--- src/hdl/conv_pkg.sv ---
// Shared widths, types and stream payloads of the 1x1 expand engine

`default_nettype none

package conv_pkg;

	//////////////////////////////////////////////////
	// Datapath widths
	//////////////////////////////////////////////////
	localparam int ACT_W     = 16;
	localparam int WGT_W     = 16;
	localparam int ACC_W     = 40;
	localparam int BIAS_W    = 32;
	localparam int RES_W     = 16;
	localparam int PIX_W     = 16;

	// Fraction bits dropped after the bias add
	localparam int FRAC_BITS = 14;
	localparam int OUT_MAX   = 32767;

	// Lane count of the output payload
	localparam int CHOUT_MAX = 8;

	//////////////////////////////////////////////////
	// Scalar types
	//////////////////////////////////////////////////
	typedef logic signed [ACT_W-1:0]  act_t;
	typedef logic signed [WGT_W-1:0]  wgt_t;
	typedef logic signed [ACC_W-1:0]  acc_t;
	// Bias sits on the product scale
	typedef logic signed [BIAS_W-1:0] bias_t;
	// Always within 0 to OUT_MAX
	typedef logic [RES_W-1:0]         res_t;
	typedef logic [PIX_W-1:0]         pix_t;

	//////////////////////////////////////////////////
	// Stream payloads
	//////////////////////////////////////////////////
	typedef struct packed {
		act_t act;
		logic last;
	} in_beat_t;

	typedef struct packed {
		res_t [CHOUT_MAX-1:0] res;
		pix_t                 pix_idx;
	} out_beat_t;

	// Controller FSM
	typedef enum logic [1:0] {IDLE, RUN, DRAIN} ctrl_state_t;

endpackage

`default_nettype wire

--- src/hdl/coef_rom.sv ---
// Two-bank weight and bias ROM built from the fixed coefficient rule

`timescale 1ns/1ns
`default_nettype none

module coef_rom #(
	parameter int CHIN  = 16,
	parameter int CHOUT = 8
) (
	input  wire                            bank,
	input  wire [$clog2(CHIN)-1:0]         chan_idx,
	output conv_pkg::wgt_t  [CHOUT-1:0]    wgt,
	output conv_pkg::bias_t [CHOUT-1:0]    bias
);

	// Weight code in -16..15, scaled by 256
	function automatic conv_pkg::wgt_t wgt_rule(input int layer, input int k, input int c);
		int code;
		code = ((5 * k + 3 * c + 11 * layer) % 32) - 16;
		return conv_pkg::wgt_t'(code * 256);
	endfunction

	// Bias on the product scale of 2^15
	function automatic conv_pkg::bias_t bias_rule(input int layer, input int k);
		int code;
		code = (k % 8) - 4 + 2 * layer;
		return conv_pkg::bias_t'(code * 32768);
	endfunction

	conv_pkg::wgt_t  wgt_mem  [2][CHIN][CHOUT];
	conv_pkg::bias_t bias_mem [2][CHOUT];

	//////////////////////////////////////////////////
	// Table contents, fixed at elaboration
	//////////////////////////////////////////////////
	for (genvar l = 0; l < 2; l++) begin : g_layer
		for (genvar k = 0; k < CHOUT; k++) begin : g_out
			assign bias_mem[l][k] = bias_rule(l, k);
			for (genvar c = 0; c < CHIN; c++) begin : g_chan
				assign wgt_mem[l][c][k] = wgt_rule(l, k, c);
			end
		end
	end

	// One input channel row across all output lanes
	always_comb begin
		for (int k = 0; k < CHOUT; k++) begin
			wgt[k]  = wgt_mem[bank][chan_idx][k];
			bias[k] = bias_mem[bank][k];
		end
	end

endmodule

`default_nettype wire

--- src/hdl/mac_array.sv ---
// Parallel signed multiply-accumulate lanes, one per output channel

`timescale 1ns/1ns
`default_nettype none

module mac_array #(
	parameter int CHOUT = 8
) (
	input  wire                           clk,
	input  wire                           rst,
	input  wire                           acc_en,
	input  wire                           acc_load,
	input  wire conv_pkg::act_t           act,
	input  wire conv_pkg::wgt_t [CHOUT-1:0] wgt,
	output conv_pkg::acc_t [CHOUT-1:0]    acc
);

	conv_pkg::acc_t [CHOUT-1:0] prod;

	//////////////////////////////////////////////////
	// Multipliers
	//////////////////////////////////////////////////

	// Activation is broadcast to every lane
	always_comb begin
		for (int k = 0; k < CHOUT; k++) begin
			prod[k] = conv_pkg::acc_t'($signed(act)) * conv_pkg::acc_t'($signed(wgt[k]));
		end
	end

	//////////////////////////////////////////////////
	// Accumulators
	//////////////////////////////////////////////////

	// First channel of a pixel overwrites the old sum
	always_ff @(posedge clk or negedge rst) begin
		if (!rst) begin
			acc <= '0;
		end else if (acc_en) begin
			for (int k = 0; k < CHOUT; k++) begin
				if (acc_load) begin
					acc[k] <= prod[k];
				end else begin
					acc[k] <= acc[k] + prod[k];
				end
			end
		end
	end

endmodule

`default_nettype wire

--- src/hdl/requant_relu.sv ---
// Output stage adding bias, applying ReLU, shifting and saturating into a stream register

`timescale 1ns/1ns
`default_nettype none

module requant_relu #(
	parameter int CHOUT = 8
) (
	input  wire                              clk,
	input  wire                              rst,
	input  wire                              cap_en,
	input  wire                              bank,
	input  wire conv_pkg::acc_t  [CHOUT-1:0] acc,
	input  wire conv_pkg::bias_t [CHOUT-1:0] bias,
	input  wire conv_pkg::pix_t              pix_idx,
	input  wire                              out_ready,
	output logic                             out_valid,
	output conv_pkg::out_beat_t              out_data,
	output logic                             slot_free
);

	conv_pkg::bias_t [CHOUT-1:0]              bias_q;
	logic                                     bias_held;
	logic                                     bias_bank;
	logic                                     bias_stale;
	conv_pkg::res_t [conv_pkg::CHOUT_MAX-1:0] res_vec;

	// Reload the bias copy only when the layer bank changes
	assign bias_stale = !bias_held || (bias_bank != bank);

	always_ff @(posedge clk or negedge rst) begin
		if (!rst) begin
			bias_held <= 1'b0;
			bias_bank <= 1'b0;
		end else if (bias_stale) begin
			bias_held <= 1'b1;
			bias_bank <= bank;
		end
	end

	always_ff @(posedge clk) begin
		if (bias_stale) begin
			bias_q <= bias;
		end
	end

	//////////////////////////////////////////////////
	// Requantization
	//////////////////////////////////////////////////
	always_comb begin
		conv_pkg::acc_t sum;
		conv_pkg::acc_t shifted;
		res_vec = '0;
		for (int k = 0; k < CHOUT; k++) begin
			sum     = acc[k] + conv_pkg::acc_t'(bias_q[k]);
			shifted = sum >>> conv_pkg::FRAC_BITS;
			if (sum < 0) begin
				res_vec[k] = '0;
			end else if (shifted > conv_pkg::OUT_MAX) begin
				res_vec[k] = conv_pkg::res_t'(conv_pkg::OUT_MAX);
			end else begin
				res_vec[k] = shifted[conv_pkg::RES_W-1:0];
			end
		end
	end

	// Empty, or emptied by this cycle's handshake
	assign slot_free = !out_valid || out_ready;

	always_ff @(posedge clk or negedge rst) begin
		if (!rst) begin
			out_valid <= 1'b0;
		end else if (cap_en) begin
			out_valid <= 1'b1;
		end else if (out_ready) begin
			out_valid <= 1'b0;
		end
	end

	always_ff @(posedge clk) begin
		if (cap_en) begin
			out_data.res     <= res_vec;
			out_data.pix_idx <= pix_idx;
		end
	end

endmodule

`default_nettype wire

--- src/hdl/expand_ctrl.sv ---
// Sequencer for layer, pixel and channel counts with stream handshakes and done

`timescale 1ns/1ns
`default_nettype none

module expand_ctrl #(
	parameter int CHIN       = 16,
	parameter int NUM_PIXELS = 16
) (
	input  wire                     clk,
	input  wire                     rst,
	input  wire                     start,
	input  wire                     layer_sel,
	input  wire                     in_valid,
	input  wire                     in_last,
	output logic                    in_ready,
	input  wire                     slot_free,
	input  wire                     out_fire,
	output logic [$clog2(CHIN)-1:0] chan_idx,
	output logic                    bank,
	output logic                    acc_en,
	output logic                    acc_load,
	output logic                    cap_en,
	output conv_pkg::pix_t          pix_idx,
	output logic                    busy,
	output logic                    done
);

	conv_pkg::ctrl_state_t   state;
	logic [$clog2(CHIN)-1:0] chan_cnt;
	conv_pkg::pix_t          feed_cnt;
	conv_pkg::pix_t          cap_cnt;
	logic                    feed_done;
	logic                    pending;
	logic                    start_ok;
	logic                    in_fire;
	logic                    last_chan;

	//////////////////////////////////////////////////
	// Handshake terms
	//////////////////////////////////////////////////
	assign start_ok  = start && !busy;
	assign last_chan = (chan_cnt == CHIN - 1);

	// Hold input while finished sums wait for a full output slot
	assign in_ready = (state == conv_pkg::RUN) && !feed_done && (!pending || slot_free);
	assign in_fire  = in_valid && in_ready;

	assign acc_en   = in_fire;
	assign acc_load = (chan_cnt == '0);
	assign cap_en   = pending && slot_free;
	assign chan_idx = chan_cnt;
	assign pix_idx  = cap_cnt;

	// Stays up through the done cycle
	assign busy = (state != conv_pkg::IDLE) || done;

	//////////////////////////////////////////////////
	// Layer FSM
	//////////////////////////////////////////////////
	always_ff @(posedge clk or negedge rst) begin
		if (!rst) begin
			state <= conv_pkg::IDLE;
			bank  <= 1'b0;
			done  <= 1'b0;
		end else begin
			done <= 1'b0;
			case (state)
				conv_pkg::IDLE: begin
					if (start_ok) begin
						state <= conv_pkg::RUN;
						bank  <= layer_sel;
					end
				end
				conv_pkg::RUN: begin
					// Last pixel moves into the output register
					if (cap_en && (cap_cnt == NUM_PIXELS - 1)) begin
						state <= conv_pkg::DRAIN;
					end
				end
				conv_pkg::DRAIN: begin
					if (out_fire) begin
						state <= conv_pkg::IDLE;
						done  <= 1'b1;
					end
				end
				default: state <= conv_pkg::IDLE;
			endcase
		end
	end

	//////////////////////////////////////////////////
	// Channel and pixel counters
	//////////////////////////////////////////////////
	always_ff @(posedge clk or negedge rst) begin
		if (!rst) begin
			chan_cnt  <= '0;
			feed_cnt  <= '0;
			feed_done <= 1'b0;
		end else if (start_ok) begin
			chan_cnt  <= '0;
			feed_cnt  <= '0;
			feed_done <= 1'b0;
		end else if (in_fire) begin
			if (last_chan) begin
				chan_cnt <= '0;
				if (feed_cnt == NUM_PIXELS - 1) begin
					feed_done <= 1'b1;
				end else begin
					feed_cnt <= feed_cnt + 1'b1;
				end
			end else begin
				chan_cnt <= chan_cnt + 1'b1;
			end
		end
	end

	// Index of the next pixel to be captured
	always_ff @(posedge clk or negedge rst) begin
		if (!rst) begin
			cap_cnt <= '0;
		end else if (start_ok) begin
			cap_cnt <= '0;
		end else if (cap_en) begin
			cap_cnt <= cap_cnt + 1'b1;
		end
	end

	// Finished sums not yet captured
	always_ff @(posedge clk or negedge rst) begin
		if (!rst) begin
			pending <= 1'b0;
		end else begin
			pending <= (pending && !cap_en) || (in_fire && last_chan);
		end
	end

endmodule

`default_nettype wire

--- src/hdl/expand_1x1_top.sv ---
// Top level of the 1x1 expand convolution engine

`timescale 1ns/1ns
`default_nettype none

module expand_1x1_top #(
	parameter int CHIN       = 16,
	parameter int CHOUT      = 8,
	parameter int NUM_PIXELS = 16
) (
	input  wire                     clk,
	input  wire                     rst,
	input  wire                     start,
	input  wire                     layer_sel,
	input  wire                     in_valid,
	output logic                    in_ready,
	input  wire conv_pkg::in_beat_t in_data,
	output logic                    out_valid,
	input  wire                     out_ready,
	output conv_pkg::out_beat_t     out_data,
	output logic                    busy,
	output logic                    done
);

	logic [$clog2(CHIN)-1:0]     chan_idx;
	logic                        bank;
	logic                        acc_en;
	logic                        acc_load;
	logic                        cap_en;
	logic                        slot_free;
	logic                        out_fire;
	conv_pkg::pix_t              pix_idx;
	conv_pkg::wgt_t  [CHOUT-1:0] wgt;
	conv_pkg::bias_t [CHOUT-1:0] bias;
	conv_pkg::acc_t  [CHOUT-1:0] acc;

	assign out_fire = out_valid && out_ready;

	expand_ctrl #(
		.CHIN       (CHIN),
		.NUM_PIXELS (NUM_PIXELS)
	) u_ctrl (
		.clk       (clk),
		.rst       (rst),
		.start     (start),
		.layer_sel (layer_sel),
		.in_valid  (in_valid),
		.in_last   (in_data.last),
		.in_ready  (in_ready),
		.slot_free (slot_free),
		.out_fire  (out_fire),
		.chan_idx  (chan_idx),
		.bank      (bank),
		.acc_en    (acc_en),
		.acc_load  (acc_load),
		.cap_en    (cap_en),
		.pix_idx   (pix_idx),
		.busy      (busy),
		.done      (done)
	);

	coef_rom #(.CHIN(CHIN), .CHOUT(CHOUT)) u_rom (
		.bank     (bank),
		.chan_idx (chan_idx),
		.wgt      (wgt),
		.bias     (bias)
	);

	mac_array #(.CHOUT(CHOUT)) u_mac (
		.clk      (clk),
		.rst      (rst),
		.acc_en   (acc_en),
		.acc_load (acc_load),
		.act      (in_data.act),
		.wgt      (wgt),
		.acc      (acc)
	);

	requant_relu #(.CHOUT(CHOUT)) u_requant (
		.clk       (clk),
		.rst       (rst),
		.cap_en    (cap_en),
		.bank      (bank),
		.acc       (acc),
		.bias      (bias),
		.pix_idx   (pix_idx),
		.out_ready (out_ready),
		.out_valid (out_valid),
		.out_data  (out_data),
		.slot_free (slot_free)
	);

endmodule

`default_nettype wire

--- config.mk ---
export PLATFORM = sky130hd
export DESIGN_NAME = expand_1x1_top
export DESIGN_NICKNAME = d
export VERILOG_FILES = /design/src/hdl/conv_pkg.sv /design/src/hdl/coef_rom.sv /design/src/hdl/mac_array.sv /design/src/hdl/requant_relu.sv /design/src/hdl/expand_ctrl.sv /design/src/hdl/expand_1x1_top.sv
export SDC_FILE = /design/constraint.sdc
export NUM_CORES = 2
export LEC_CHECK = 0
export BUFFER_PORTS_ARGS = -buffer_cell sky130_fd_sc_hd__buf_2
export CAP_MARGIN = 15
export CORE_ASPECT_RATIO = 1.25
export CORE_MARGIN = 5
export CORE_UTILIZATION = 60
export CTS_CLUSTER_SIZE = 16
export DETAILED_ROUTE_END_ITERATION = 16
export PLACE_DENSITY = 0.84
export SLEW_MARGIN = 20
export SYNTH_ARGS = -nofsm -noshare
export SYNTH_HDL_FRONTEND = slang
export SYNTH_SLANG_ARGS = --single-unit
--- constraint.sdc ---
create_clock -name clk -period 9 [get_ports clk]
set_input_delay 0.45 -clock clk [delete_from_list [all_inputs] [get_ports clk]]
set_output_delay 0.45 -clock clk [all_outputs]
set_load 0.01 [all_outputs]
==> results_tabular.tex <==
\begin{tabular}{lr}
\hline
Metric & Value \\
\hline
\multicolumn{2}{l}{\textbf{Layout}} \\
\quad Proportion of layout cells with a drive suffix above 1 & 0.149 \\
\quad Fill cell count & 8,535 \\
\quad Total number of nets in the final design & $\sim$11,000 \\
\quad Area growth, synth to finish & 15.1\% \\
\quad Final standard cell utilization of the core & 0.693 \\
\quad Area occupied by multi-input gates & about 55,000 um\^{}2 \\
\quad FF/Latch Area & about 12,000 um\^{}2 \\
\multicolumn{2}{l}{\textbf{Clock network}} \\
\quad Clk\_lat worst skew & 650 ps \\
\quad Cell chosen for the clock root & clkbuf\_16 \\
\quad Maximum count of clock buffers along a single path & 3 \\
\quad Clock tree from TritonCTS & done \\
\quad Sinks on Clock Net & 447 \\
\quad Clock slew at the register clock pins of the worst setup and hold paths & 70 ps \\
\quad Inserted Clock Buffers & 51 \\
\quad H-tree lvl count & 2 \\
\multicolumn{2}{l}{\textbf{Critical path}} \\
\quad CP max FO & 6 \\
\quad Cell type of the slowest stage on the worst timing path & fa\_1 \\
\quad Req. time, crit path & 9490 ps \\
\quad Worst setup EP type & flop \\
\quad Startpoint types & flop \\
\quad Count of cells along the worst register-to-register path & 37 \\
\quad Arrival time of the worst setup path & 9410 ps \\
\quad Type of the setup path with the least slack & flop to flop \\
\quad Largest incremental delay on the critical path & 560 ps \\
\multicolumn{2}{l}{\textbf{Die}} \\
\quad Starting Density & 0.602 \\
\quad Number of top-level design ports & 171 \\
\quad Die H & 394 um \\
\quad Die Outline Area & 125,000 um\^{}2 \\
\quad Core Footprint & 118,000 um\^{}2 \\
\quad Row cnt & between 100 and 150 \\
\quad Horizontal extent of the die & 317 um \\
\multicolumn{2}{l}{\textbf{Flow run}} \\
\quad MaxCap Viol Count & 0 \\
\multicolumn{2}{l}{\textbf{Yosys}} \\
\quad Most area-consuming cells after synthesis & fa\_1, ha\_1, dfrtp\_1, inv\_1, edfxtp\_1 \\
\quad Post-Syn Area per Cell & 8.58 um\^{}2 \\
\quad Seq cells post-synth & 447 \\
\quad Post-synthesis cell area & 70,800 um\^{}2 \\
\quad Post-synth cell types & just over 90 \\
\quad Async set or reset register ratio after synthesis & 0.673 \\
\quad Flip-flop cell with the highest count after synthesis & dfrtp\_1 \\
\quad Area share of the leading cell type in the synthesized netlist & 0.217 \\
\quad Proportion of synthesized chip area in sequential cells & 0.168 \\
\quad Number of enable flip-flop cells after synthesis & 146 \\
\quad Total of warnings raised by yosys & 0 \\
\quad Post-Syn Instances & around 8,300 \\
\quad Cell type contributing the most total cell area after synthesis & fa\_1 \\
\multicolumn{2}{l}{\textbf{Routing}} \\
\quad Remaining routing DRC violations & 0 \\
\quad Total wire length after detailed routing & between 200 and 250 mm \\
\quad Total via count in the routed design & 62,976 \\
\quad Iteration count of the initial detailed-routing pass & 6 \\
\quad Number of nets still failing antenna checks after routing & 0 \\
\quad Post-detailed-route via-to-cell ratio & 6.03 \\
\quad Iteration-0 DRC count of the detailed router & 5,115 \\
\quad Mean routed wirelength per cell & 20.2 um \\
\multicolumn{2}{l}{\textbf{Timing}} \\
\quad Max-slew violation total from the final report & 0 \\
\quad Post-Route Setup TNS & 0 ps \\
\quad Final Hold Vio Count & 0 \\
\quad Highest clock frequency the design can meet & 112 MHz \\
\quad Rel. slew slack & 0.281 \\
\quad Setup violations, final & 0 \\
\quad Minimum clock period & 8920 ps \\
\quad Worst Hold Slack & 107 ps \\
\quad Setup repair after global routing missed its margin & true \\
\quad Clock skew after layout & 23.8 ps \\
\quad Share of the cycle needed by the critical path after routing & 0.991 \\
\quad Slew at the pin with the worst max-slew slack & around 1100 ps \\
\quad PnR worst setup slack & 79.9 ps \\
\multicolumn{2}{l}{\textbf{Global routing}} \\
\quad GRT Util Overall & 0.325 \\
\quad Antenna violations before repair & 6 \\
\quad Global-route wire length before repair & around 330 mm \\
\quad Maximum number of pins on one net before global-route repair & about 160 \\
\quad Total congestion overflow after global routing & 0 \\
\quad Vias in the first global route & 65,100 \\
\multicolumn{2}{l}{\textbf{Place}} \\
\quad Port Buffers & 169 \\
\quad Setup slack at placement & -465 ps \\
\quad Detailed placement HPWL & roughly 160 mm \\
\quad Global placer's final weighted congestion & 1.00 \\
\multicolumn{2}{l}{\textbf{Min path}} \\
\quad HP Class & primary input to flop \\
\quad Hold Path Cell Cnt & 3 \\
\multicolumn{2}{l}{\textbf{Outcome}} \\
\quad Run status & finished, final reports clean \\
\hline
\end{tabular}
-- repair_timing --
item                                    in CTS  in global routing
buffers inserted                            31                 62
gates cloned                                 0                  1
endpoints found under the setup margin      60                102
resized for setup                           94                379
hold buffers                                 1                  0
endpoints found under the hold margin       50                  0
pin swaps                                   33                183
-- cell families after synthesis --
logic type	Yosys count	share of synthesized area
adder cells (fa/ha/maj)	1682	0.378
XOR/XNOR	507	0.0627
AND/OR/NAND/NOR	2291	0.149
buffers and inverters	1550	0.0825
flip-flops	447	0.168
multiplexers	46	0.00767
AO/OA/AOI/OAI	1727	0.152
other	2	0.000106
-- layout make-up --
| class | count | share of cell area |
|---|---|---|
| Tap cell | 1573 | 0.0241 |
| Timing Repair Buffer | 792 | 0.0724 |
| Clock inverter | 38 | 0.00568 |
| Antenna cell | 3 | 0.0000921 |
| Multi-Input combinational cell | 6262 | 0.676 |
| Clock buffer | 58 | 0.0166 |
| Sequential cell | 447 | 0.146 |
| Inverter | 1268 | 0.0584 |
-- sequential cells by signal, summed over array words and instances, names as in the netlist --
name,count
u_ctrl.bank,1
u_ctrl.feed_done,1
u_requant.bias_held,1
u_requant.out_valid,1
u_ctrl.pending,1
u_ctrl.feed_cnt,16
u_ctrl.chan_idx,4
u_requant.bias_q,2
u_requant.out_data,144
u_requant.bias_bank,1
u_ctrl.pix_idx,16
u_ctrl.state,2
u_mac.acc,256
u_ctrl.done,1
-- layer usage --
layer / up-vias / track usage / wire length (um)
met2: 2740 / 0.540 / 99800
met5: - / 0 / 0
li1: 28639 / - / -
met1: 30760 / 0.403 / 80100
met4: 0 / 0.185 / 15100
met3: 837 / 0.0512 / 16300
-- metrics by stage --
stage	area (um^2)	std cells
after global routing	81500	10438
after floorplan	70900	8259
final	81500	10441
after CTS	79300	10376
after detailed placement	76900	10248
after global placement	76900	10247
-- critical path: cells and delay by family, from the launching register on --
kind                       cells  cell delay [ps]
AOI/OAI and AO/OA             12             2100
xor gates and xnor gates       2              410
adders and majority gates      9             3730
buffers and inverters          9              950
DFF                            1              430
muxes                          1              470
and+or+nand+nor                4              680
-- cells in the final DEF (no fill, tap or decap), types with 63 or more instances in the layout --
cell | netlist | routed
fa_1 | 766 | 751
and2_1 | 174 | 162
a21oi_2 | 10 | 66
buf_4 | 1 | 579
nor2b_1 | 70 | 63
nand3_1 | 138 | 128
dfrtp_1 | 301 | 298
o21ai_0 | 385 | 324
nor3_1 | 116 | 105
inv_1 | 1266 | 1254
xnor2_1 | 350 | 327
a21oi_1 | 590 | 531
a31oi_1 | 90 | 83
xor2_1 | 157 | 148
nor2_1 | 646 | 626
edfxtp_1 | 146 | 146
nand2_1 | 810 | 798
buf_2 | 9 | 168
ha_1 | 912 | 878
a21o_1 | 183 | 183
-- worst paths after layout --
path	start	endpoint	slack, ps
min in group asynchronous	rst	u_mac.acc[276]	320
hold reg to reg	u_mac.acc[168]	u_mac.acc[168]	490
setup reg to reg	u_ctrl.chan_idx[0]	u_mac.acc[197]	80
hold / removal	out_ready	u_ctrl.done	110
max in group asynchronous	rst	u_mac.acc[299]	6480
setup / recovery	u_ctrl.chan_idx[0]	u_mac.acc[197]	80
-- synthesized netlist by cell type, types with 116 or more instances --
| library cell | count |
|---|---|
| xnor2_1 | 350 |
| xor2_1 | 157 |
| nand3_1 | 138 |
| clkbuf_1 | 247 |
| ha_1 | 912 |
| a21o_1 | 183 |
| o21ai_0 | 385 |
| nand2_1 | 810 |
| nor3_1 | 116 |
| dfrtp_1 | 301 |
| edfxtp_1 | 146 |
| and2_1 | 174 |
| nor2_1 | 646 |
| a21oi_1 | 590 |
| fa_1 | 766 |
| inv_1 | 1266 |
Power is not shown: default switching activity piles up to over one toggle a cycle in this logic, so the estimate is an artifact.
